[src/design/ex_ft_pkg.sv]
`default_nettype none

package ex_ft_pkg;

  //////////////////////////////////////////////////
  // widths
  //////////////////////////////////////////////////

  // datapath width of every lane
  localparam int unsigned XLEN       = 32;
  // destination register index width
  localparam int unsigned REG_ADDR_W = 5;
  // redundant alu copies
  localparam int unsigned N_LANES    = 3;

  //////////////////////////////////////////////////
  // opcodes
  //////////////////////////////////////////////////

  // three bit encoding, all eight codes in use
  typedef enum logic [2:0] {
    OP_ADD = 3'd0,
    OP_SUB = 3'd1,
    OP_AND = 3'd2,
    OP_OR  = 3'd3,
    OP_XOR = 3'd4,
    OP_SLL = 3'd5,
    OP_SRL = 3'd6,
    OP_SLT = 3'd7
  } alu_op_e;

  // one bit per lane, bit i belongs to lane i
  typedef logic [N_LANES-1:0] lane_mask_t;

  //////////////////////////////////////////////////
  // pipeline payloads
  //////////////////////////////////////////////////

  // request from decode into the execute stage
  typedef struct packed {
    alu_op_e               op;
    logic [XLEN-1:0]       operand_a;
    logic [XLEN-1:0]       operand_b;
    logic [REG_ADDR_W-1:0] waddr;
  } ex_req_t;

  // the three lane results after the first register
  typedef struct packed {
    logic [N_LANES-1:0][XLEN-1:0] res;
    logic [REG_ADDR_W-1:0]        waddr;
  } lane_res_t;

  // voted result plus error summary, this is what writeback sees
  typedef struct packed {
    logic [XLEN-1:0]       wdata;
    logic [REG_ADDR_W-1:0] waddr;
    logic                  err_detected;
    logic                  err_corrected;
    logic                  err_uncorrectable;
  } vote_t;

endpackage

`default_nettype wire

[src/design/alu_lane.sv]
`timescale 1ns/1ps
`default_nettype none

module alu_lane import ex_ft_pkg::*; (
  input  alu_op_e         op_i,
  input  logic [XLEN-1:0] operand_a_i,
  input  logic [XLEN-1:0] operand_b_i,
  output logic [XLEN-1:0] result_o
);

  // shift amount comes from the low bits of operand b
  localparam int unsigned SHAMT_W = $clog2(XLEN);

  logic [SHAMT_W-1:0] shamt;
  logic               lt_signed;

  assign shamt     = operand_b_i[SHAMT_W-1:0];
  assign lt_signed = $signed(operand_a_i) < $signed(operand_b_i);

  //////////////////////////////////////////////////
  // operation select
  //////////////////////////////////////////////////

  always_comb begin
    case (op_i)
      OP_ADD: begin
        result_o = operand_a_i + operand_b_i;
      end
      OP_SUB: begin
        result_o = operand_a_i - operand_b_i;
      end
      OP_AND: begin
        result_o = operand_a_i & operand_b_i;
      end
      OP_OR: begin
        result_o = operand_a_i | operand_b_i;
      end
      OP_XOR: begin
        result_o = operand_a_i ^ operand_b_i;
      end
      // logical shifts only, no arithmetic right shift here
      OP_SLL: begin
        result_o = operand_a_i << shamt;
      end
      OP_SRL: begin
        result_o = operand_a_i >> shamt;
      end
      // set-less-than gives 0 or 1
      OP_SLT: begin
        result_o = XLEN'(lt_signed);
      end
      default: begin
        result_o = '0;
      end
    endcase
  end

endmodule

`default_nettype wire

[src/design/alu_tmr_stage.sv]
`timescale 1ns/1ps
`default_nettype none

module alu_tmr_stage import ex_ft_pkg::*; (
  input  logic       clk,
  input  logic       rst_n,
  // request side
  input  logic       in_valid_i,
  output logic       in_ready_o,
  input  ex_req_t    req_i,
  input  lane_mask_t fault_inject_i,
  // towards the voter and writeback
  output logic       out_valid_o,
  output lane_res_t  out_o,
  input  logic       out_ready_i
);

  logic [N_LANES-1:0][XLEN-1:0] lane_out;
  logic [N_LANES-1:0][XLEN-1:0] lane_res;
  logic                         valid_q;
  lane_res_t                    res_q;
  logic                         accept;

  //////////////////////////////////////////////////
  // redundant lanes
  //////////////////////////////////////////////////

  for (genvar i = 0; i < N_LANES; i++) begin : g_lane
    alu_lane u_alu_lane (
      .op_i        (req_i.op),
      .operand_a_i (req_i.operand_a),
      .operand_b_i (req_i.operand_b),
      .result_o    (lane_out[i])
    );

    // injected fault flips bit 0 of this lane only
    assign lane_res[i] = lane_out[i] ^ XLEN'(fault_inject_i[i]);
  end

  //////////////////////////////////////////////////
  // stage register
  //////////////////////////////////////////////////

  // free slot, or the item leaves this cycle
  assign in_ready_o = !valid_q || out_ready_i;
  assign accept     = in_valid_i && in_ready_o;

  always_ff @(posedge clk or negedge rst_n) begin
    if (!rst_n) begin
      valid_q <= 1'b0;
    end else if (in_ready_o) begin
      // drains to empty when nothing new is offered
      valid_q <= in_valid_i;
    end
  end

  // payload only moves on a real transfer
  always_ff @(posedge clk) begin
    if (accept) begin
      res_q.res   <= lane_res;
      res_q.waddr <= req_i.waddr;
    end
  end

  assign out_valid_o = valid_q;
  assign out_o       = res_q;

  // upstream must keep offering a request it could not hand over
  a_req_held : assert property (
    @(posedge clk) disable iff (!rst_n)
    (in_valid_i && !in_ready_o) |=> in_valid_i
  ) else $warning("request withdrawn while the execute stage was stalled");

endmodule

`default_nettype wire

[src/design/majority_voter.sv]
`timescale 1ns/1ps
`default_nettype none

module majority_voter import ex_ft_pkg::*; (
  input  lane_res_t  res_i,
  input  lane_mask_t faulty_i,
  output vote_t      vote_o,
  output lane_mask_t mismatch_o
);

  logic [XLEN-1:0] maj;
  logic [XLEN-1:0] lo_res;
  logic [XLEN-1:0] hi_res;
  logic            pair_mode;
  lane_mask_t      diff;

  //////////////////////////////////////////////////
  // bitwise 2-of-3 majority
  //////////////////////////////////////////////////

  assign maj = (res_i.res[0] & res_i.res[1])
             | (res_i.res[0] & res_i.res[2])
             | (res_i.res[1] & res_i.res[2]);

  // lanes that disagree with the majority
  always_comb begin
    for (int i = 0; i < N_LANES; i++) begin
      diff[i] = (res_i.res[i] != maj);
    end
  end

  //////////////////////////////////////////////////
  // mode select on the faulty mask
  //////////////////////////////////////////////////

  always_comb begin
    vote_o.waddr             = res_i.waddr;
    vote_o.wdata             = res_i.res[0];
    vote_o.err_detected      = 1'b0;
    vote_o.err_corrected     = 1'b0;
    vote_o.err_uncorrectable = 1'b0;
    mismatch_o               = '0;
    pair_mode                = 1'b0;
    lo_res                   = res_i.res[0];
    hi_res                   = res_i.res[1];

    case (faulty_i)
      // full tmr, a single bad lane is masked
      3'b000: begin
        vote_o.wdata         = maj;
        mismatch_o           = diff;
        vote_o.err_detected  = |diff;
        vote_o.err_corrected = |diff;
      end
      // one lane gone, duplex compare of the other two
      3'b001: begin
        pair_mode = 1'b1;
        lo_res    = res_i.res[1];
        hi_res    = res_i.res[2];
      end
      3'b010: begin
        pair_mode = 1'b1;
        lo_res    = res_i.res[0];
        hi_res    = res_i.res[2];
      end
      3'b100: begin
        pair_mode = 1'b1;
        lo_res    = res_i.res[0];
        hi_res    = res_i.res[1];
      end
      // simplex, trust the last healthy lane
      3'b011: begin
        vote_o.wdata = res_i.res[2];
      end
      3'b101: begin
        vote_o.wdata = res_i.res[1];
      end
      // lane 0 survives, or nothing does and lane 0 is passed anyway
      default: begin
        vote_o.wdata = res_i.res[0];
      end
    endcase

    // in duplex we cannot tell which lane is wrong, so nobody is blamed
    if (pair_mode) begin
      vote_o.wdata = lo_res;
      if (lo_res != hi_res) begin
        vote_o.err_detected      = 1'b1;
        vote_o.err_uncorrectable = 1'b1;
      end
    end
  end

endmodule

`default_nettype wire

[src/design/fault_monitor.sv]
`timescale 1ns/1ps
`default_nettype none

module fault_monitor import ex_ft_pkg::*; #(
  parameter int unsigned PERM_FAULT_LIMIT = 3
) (
  input  logic       clk,
  input  logic       rst_n,
  // high on the cycle a voted item is handed to writeback
  input  logic       count_en_i,
  input  lane_mask_t mismatch_i,
  output lane_mask_t faulty_o
);

  // counter just wide enough to hold the limit
  localparam int unsigned CNT_W = $clog2(PERM_FAULT_LIMIT + 1);
  localparam logic [CNT_W-1:0] CNT_MAX = CNT_W'(PERM_FAULT_LIMIT);

  logic [N_LANES-1:0][CNT_W-1:0] cnt_q;
  logic [N_LANES-1:0][CNT_W-1:0] cnt_d;
  lane_mask_t                    faulty_q;
  lane_mask_t                    hit_limit;

  //////////////////////////////////////////////////
  // saturating disagreement counters
  //////////////////////////////////////////////////

  always_comb begin
    for (int i = 0; i < N_LANES; i++) begin
      cnt_d[i] = cnt_q[i];
      // stop at the limit, no wrap
      if (count_en_i && mismatch_i[i] && (cnt_q[i] != CNT_MAX)) begin
        cnt_d[i] = cnt_q[i] + 1'b1;
      end
      hit_limit[i] = (cnt_d[i] == CNT_MAX);
    end
  end

  always_ff @(posedge clk or negedge rst_n) begin
    if (!rst_n) begin
      cnt_q    <= '0;
      faulty_q <= '0;
    end else begin
      cnt_q    <= cnt_d;
      // sticky, only reset clears a permanent fault
      faulty_q <= faulty_q | hit_limit;
    end
  end

  // feeds the voter in the same cycle, so only later items see the change
  assign faulty_o = faulty_q;

  a_faulty_sticky : assert property (
    @(posedge clk) disable iff (!rst_n)
    (($past(faulty_q) & ~faulty_q) == '0)
  ) else $error("permanent fault flag cleared without reset");

endmodule

`default_nettype wire

[src/design/wb_stage.sv]
`timescale 1ns/1ps
`default_nettype none

module wb_stage import ex_ft_pkg::*; (
  input  logic  clk,
  input  logic  rst_n,
  // from the voter
  input  logic  in_valid_i,
  output logic  in_ready_o,
  input  vote_t vote_i,
  // writeback port
  output logic  wb_valid_o,
  output vote_t wb_o,
  input  logic  wb_ready_i
);

  logic  valid_q;
  vote_t wb_q;

  //////////////////////////////////////////////////
  // ex/wb register
  //////////////////////////////////////////////////

  // empty, or the consumer takes the current item this cycle
  assign in_ready_o = !valid_q || wb_ready_i;

  always_ff @(posedge clk or negedge rst_n) begin
    if (!rst_n) begin
      valid_q <= 1'b0;
    end else if (in_ready_o) begin
      // consumed with nothing behind it leaves the register empty
      valid_q <= in_valid_i;
    end
  end

  // result and flags stay put while stalled
  always_ff @(posedge clk) begin
    if (in_valid_i && in_ready_o) begin
      wb_q <= vote_i;
    end
  end

  assign wb_valid_o = valid_q;
  assign wb_o       = wb_q;

  // a stalled output must not change under the consumer
  a_wb_hold : assert property (
    @(posedge clk) disable iff (!rst_n)
    (wb_valid_o && !wb_ready_i) |=> (wb_valid_o && $stable(wb_o))
  ) else $error("writeback output changed while stalled");

endmodule

`default_nettype wire

[src/design/ex_stage_ft.sv]
`timescale 1ns/1ps
`default_nettype none

module ex_stage_ft import ex_ft_pkg::*; #(
  parameter int unsigned PERM_FAULT_LIMIT = 3
) (
  input  logic       clk,
  input  logic       rst_n,
  // request port
  input  logic       req_valid_i,
  output logic       req_ready_o,
  input  ex_req_t    req_i,
  input  lane_mask_t fault_inject_i,
  // writeback port
  output logic       wb_valid_o,
  output vote_t      wb_o,
  input  logic       wb_ready_i,
  // permanent fault status per lane
  output lane_mask_t lane_faulty_o
);

  logic       tmr_valid;
  lane_res_t  tmr_res;
  logic       wb_in_ready;
  vote_t      vote;
  lane_mask_t mismatch;
  lane_mask_t faulty;
  logic       count_en;

  //////////////////////////////////////////////////
  // stage 1, three lanes and their register
  //////////////////////////////////////////////////

  alu_tmr_stage u_alu_tmr_stage (
    .clk            (clk),
    .rst_n          (rst_n),
    .in_valid_i     (req_valid_i),
    .in_ready_o     (req_ready_o),
    .req_i          (req_i),
    .fault_inject_i (fault_inject_i),
    .out_valid_o    (tmr_valid),
    .out_o          (tmr_res),
    .out_ready_i    (wb_in_ready)
  );

  // voter and monitor sit between the two registers
  majority_voter u_majority_voter (
    .res_i      (tmr_res),
    .faulty_i   (faulty),
    .vote_o     (vote),
    .mismatch_o (mismatch)
  );

  // count each item once, on its move into writeback
  assign count_en = tmr_valid && wb_in_ready;

  fault_monitor #(
    .PERM_FAULT_LIMIT (PERM_FAULT_LIMIT)
  ) u_fault_monitor (
    .clk        (clk),
    .rst_n      (rst_n),
    .count_en_i (count_en),
    .mismatch_i (mismatch),
    .faulty_o   (faulty)
  );

  //////////////////////////////////////////////////
  // stage 2, writeback register
  //////////////////////////////////////////////////

  wb_stage u_wb_stage (
    .clk        (clk),
    .rst_n      (rst_n),
    .in_valid_i (tmr_valid),
    .in_ready_o (wb_in_ready),
    .vote_i     (vote),
    .wb_valid_o (wb_valid_o),
    .wb_o       (wb_o),
    .wb_ready_i (wb_ready_i)
  );

  assign lane_faulty_o = faulty;

endmodule

`default_nettype wire

[config.mk]
export PLATFORM = sky130hd
export DESIGN_NAME = ex_stage_ft
export DESIGN_NICKNAME = d
export VERILOG_FILES = /design/src/design/ex_ft_pkg.sv /design/src/design/alu_lane.sv /design/src/design/alu_tmr_stage.sv /design/src/design/majority_voter.sv /design/src/design/fault_monitor.sv /design/src/design/wb_stage.sv /design/src/design/ex_stage_ft.sv
export SDC_FILE = /design/constraint.sdc
export NUM_CORES = 1
export LEC_CHECK = 0
export BUFFER_PORTS_ARGS = -buffer_cell sky130_fd_sc_hd__buf_4
export CORE_ASPECT_RATIO = 2
export CORE_MARGIN = 4
export CORE_UTILIZATION = 24
export CTS_CLUSTER_DIAMETER = 200
export DETAILED_ROUTE_END_ITERATION = 7
export GPL_TIMING_DRIVEN = 0
export HOLD_SLACK_MARGIN = 0.02
export PLACE_DENSITY = 0.47
export SLEW_MARGIN = 20
export SYNTH_ARGS = -nofsm -noshare
export SYNTH_HDL_FRONTEND = slang
export SYNTH_SLANG_ARGS = --single-unit
[constraint.sdc]
create_clock -name clk -period 2.94 [get_ports clk]
set_input_delay 0.588 -clock clk [delete_from_list [all_inputs] [get_ports clk]]
set_output_delay 0.588 -clock clk [all_outputs]
set_load 0.02 [all_outputs]
==> results.sh <==
export IMPL_drt_pass1_iterations=6
export IMPL_slew_limit_headroom_pct=30.3
export IMPL_drive_gt1_share_pct=36.7
export IMPL_cp_slowest_cell="mux4_2"
export IMPL_wirelength_mm=72.3
export IMPL_drv_slew=0
export IMPL_cts_reportedPaths_clkPinSlew_ns=0.06
export IMPL_antenna_found_initial=1
export IMPL_leakage_uw=0.00678
export IMPL_core_area_sq_mm=0.0478
export IMPL_chipWidth_microns=164
export IMPL_dr_wl_met2_mm=36.5
export IMPL_end_kind="register"
export IMPL_p_sw_share_pct=41.4
export IMPL_wl_per_cell_microns=30.9
export IMPL_fin_nets=1885
export IMPL_violations="negative setup slack"
export IMPL_final_cell_area_sq_mm=0.0168
export IMPL_cts_buffers=9
export IMPL_cts_sinks=90
export IMPL_pwr_share_seq_pct=26.0
export IMPL_cp_start_kind="primary input"
export IMPL_cts_hold_buf=0
export IMPL_cp_top_family="multiplexers"
export IMPL_top_layer="met4"
export IMPL_timing_fmax_mhz=316
export IMPL_cts_max_level=3
export IMPL_yosys_top_cells_area="edfxtp_1, ha_1, a21oi_1, mux2i_1, nor2_1"
export IMPL_status="finished, violations left"
export IMPL_area_delta_synth_final_pct=44.5
export IMPL_async_flop_share_pct=12.2
export IMPL_fillers=5053
export IMPL_yosys_area_top_type="edfxtp_1"
export IMPL_yosysMostFrequentCell="nor2_1"
export IMPL_dieArea_sq_mm=0.0522
export IMPL_hpwl_mm=57.8
export IMPL_cap_violations=0
export IMPL_fin_util_pct=35.2
export IMPL_die_h_microns=319
export IMPL_clock_skew_ns=0.00781
export IMPL_p_total_uw=6090
export IMPL_first_global_vias=13500
export IMPL_ys_ff_latch=90
export IMPL_final_hold_violation_count=0
export IMPL_rows=113
export IMPL_path_class="in2reg"
export IMPL_finalSetupViolations=23
export IMPL_cpMostUsedCell="buf_12"
export IMPL_synth_nets=1638
export IMPL_critPathBufInv=5
export IMPL_combPwrFrac_pct=53.4
export IMPL_p_int_uw=3570
export IMPL_worstPathArrival_ns=3.27
export IMPL_min_path_type="in2async"
export IMPL_path_cells="buf_4 -> buf_12 -> buf_12 -> buf_4 -> mux2i_4 -> mux4_2 -> mux2i_4 -> nand2_1 -> nand2_1 -> a21oi_4 -> a31oi_2 -> a221oi_4 -> buf_12 -> xnor2_2"
export IMPL_critPathMaxStageDelay_ns=0.58
export IMPL_powerDensity_mw_per_mm2=362
export IMPL_ant_nets=0
export IMPL_seq_area_frac_synth_pct=22.8
export IMPL_cts_buffer_depth=2
export IMPL_gr_usage_all_layers_pct=26.9
export IMPL_port_buffers=123
export IMPL_worst_slack_ns=-0.223
export IMPL_cts_tree="yes"
export IMPL_vias=13600
export IMPL_fin_tns_setup_ns=-2.49
export IMPL_ff2ff_setup_slack_ns=0.74
export IMPL_period_needed_ns=3.16
export IMPL_start_util_pct=24.3
export IMPL_avgSynthCellArea_sq_um=7.98
export IMPL_holdWs_ns=0.0614
export IMPL_clk_latency_ns=0.35
export IMPL_drc=0
export IMPL_yosys_top_cells_count="nor2_1, nand2_1, a21oi_1, inv_1, ha_1"
export IMPL_overflow=0
export IMPL_yosysWarningCount=0
export IMPL_synth_cells=1457
export IMPL_grt_max_degree=24
export IMPL_rsz0062_at_grt="yes"
export IMPL_syn_area_sq_mm=0.0116
export IMPL_cp_data_required_time_ns=3.04
export IMPL_path_max_fanout=10
export IMPL_synth_top_cell_area_share_pct=20.4
export IMPL_vdd_drop_max_mv=0.287
export IMPL_synth_cell_types=95
export IMPL_gp_congestion=1.05
export IMPL_wl_met3_mm=3.62
export IMPL_synth_edf_count=79
export IMPL_tightestPinTransition_ns=1.05
export IMPL_fin_crit_sh_pct=108
export IMPL_place_area_sq_mm=0.0136
export IMPL_root_buffer="clkbuf_16"
export IMPL_wl_met1_mm=22.2
export IMPL_grt_pass1_wl_mm=99.9
export IMPL_boundaryPins=124
export IMPL_drt_iter0_drc=1421
export IMPL_clockPowerShare_pct=20.6
export IMPL_ys_flop_type="edfxtp_1"
export IMPL_viasPerCell=5.82
export IMPL_power_switching_uw=2520
stage by stage:
stage                     setup WS (ns)  std cells
after floorplan                  -0.592       1457
after global placement            -1.89       2212
after detailed placement          -1.75       2215
after CTS                        -0.473       2273
after global routing             -0.256       2341
final                            -0.223       2342
state kept, by name, indices dropped and copies added, names as in the netlist:
| name | flops |
|---|---|
| u_fault_monitor.faulty_o | 3 |
| u_alu_tmr_stage.out_valid_o | 1 |
| u_wb_stage.wb_valid_o | 1 |
| u_fault_monitor.cnt_q | 6 |
| u_wb_stage.wb_o | 40 |
| u_alu_tmr_stage.out_o | 39 |
layer usage:
| layer | track usage, % | up-vias |
|---|---|---|
| met5 | 0 | - |
| met1 | 25.2 | 6566 |
| li1 | - | 5896 |
| met2 | 48.9 | 779 |
| met3 | 2.78 | 386 |
| met4 | 26.3 | 0 |
path summary, 6_finish.rpt:
check,from,endpoint,cells past startpoint
min in group clk,req_i[1],u_alu_tmr_stage.out_o[1],1
setup / recovery,req_i[5],u_alu_tmr_stage.out_o[5],14
max in group asynchronous,rst_n,u_fault_monitor.faulty_o[0],1
setup reg to reg,u_wb_stage.wb_valid_o,u_fault_monitor.faulty_o[1],6
hold / removal,rst_n,u_alu_tmr_stage.out_valid_o,1
hold reg to reg,u_alu_tmr_stage.out_o[2],u_wb_stage.wb_o[5],0
final cells by class:
type,instances,area (sq um),share of cell area (%)
Multi-Input combinational cell,1127,9610,57.2
Sequential cell,90,2650,15.8
Timing Repair Buffer,248,2110,12.6
Buffer,119,851,5.06
Tap cell,632,791,4.71
Inverter,109,458,2.73
Clock buffer,9,225,1.34
Clock inverter,7,98.8,0.588
Antenna cell,1,2.50,0.0149
layout by cell type (no fill, tap or decap), drive strengths merged, types with 20 or more instances in the layout:
master / netlist / layout
a31oi: 21 / 21
o211ai: 20 / 20
nor2: 159 / 159
mux2i: 64 / 64
mux4: 22 / 22
o21ai: 93 / 93
buf: 55 / 294
a211oi: 39 / 39
inv: 106 / 102
clkbuf: 76 / 82
nor3: 26 / 26
o22ai: 22 / 22
ha: 100 / 100
edfxtp: 79 / 79
nand2: 131 / 131
a21oi: 127 / 127
logic make-up after synthesis:
kind of cell	share of synthesized area [%]
buf+inv	8.63
mux	11.5
fa+ha+maj	11.2
xor+xnor	0.678
flops	22.8
simple gates	16.6
compound gates	28.6
power by group through the flow:
stage	clock [uW]	sequential [uW]	combinational, uW
floorplan	0	1670	1350
global placement	0	1620	2450
detailed placement	0	1610	2450
CTS	1310	1580	2810
global route	1350	1590	3390
finish	1260	1580	3250
timing repair:
action | in CTS | in global routing
cloned | 0 | 2
pin swaps | 66 | 84
setup endpoints to repair | 34 | 34
buffers inserted | 45 | 78
resized for setup | 238 | 250
No activity file was read; power rests on OpenSTA's default activity.
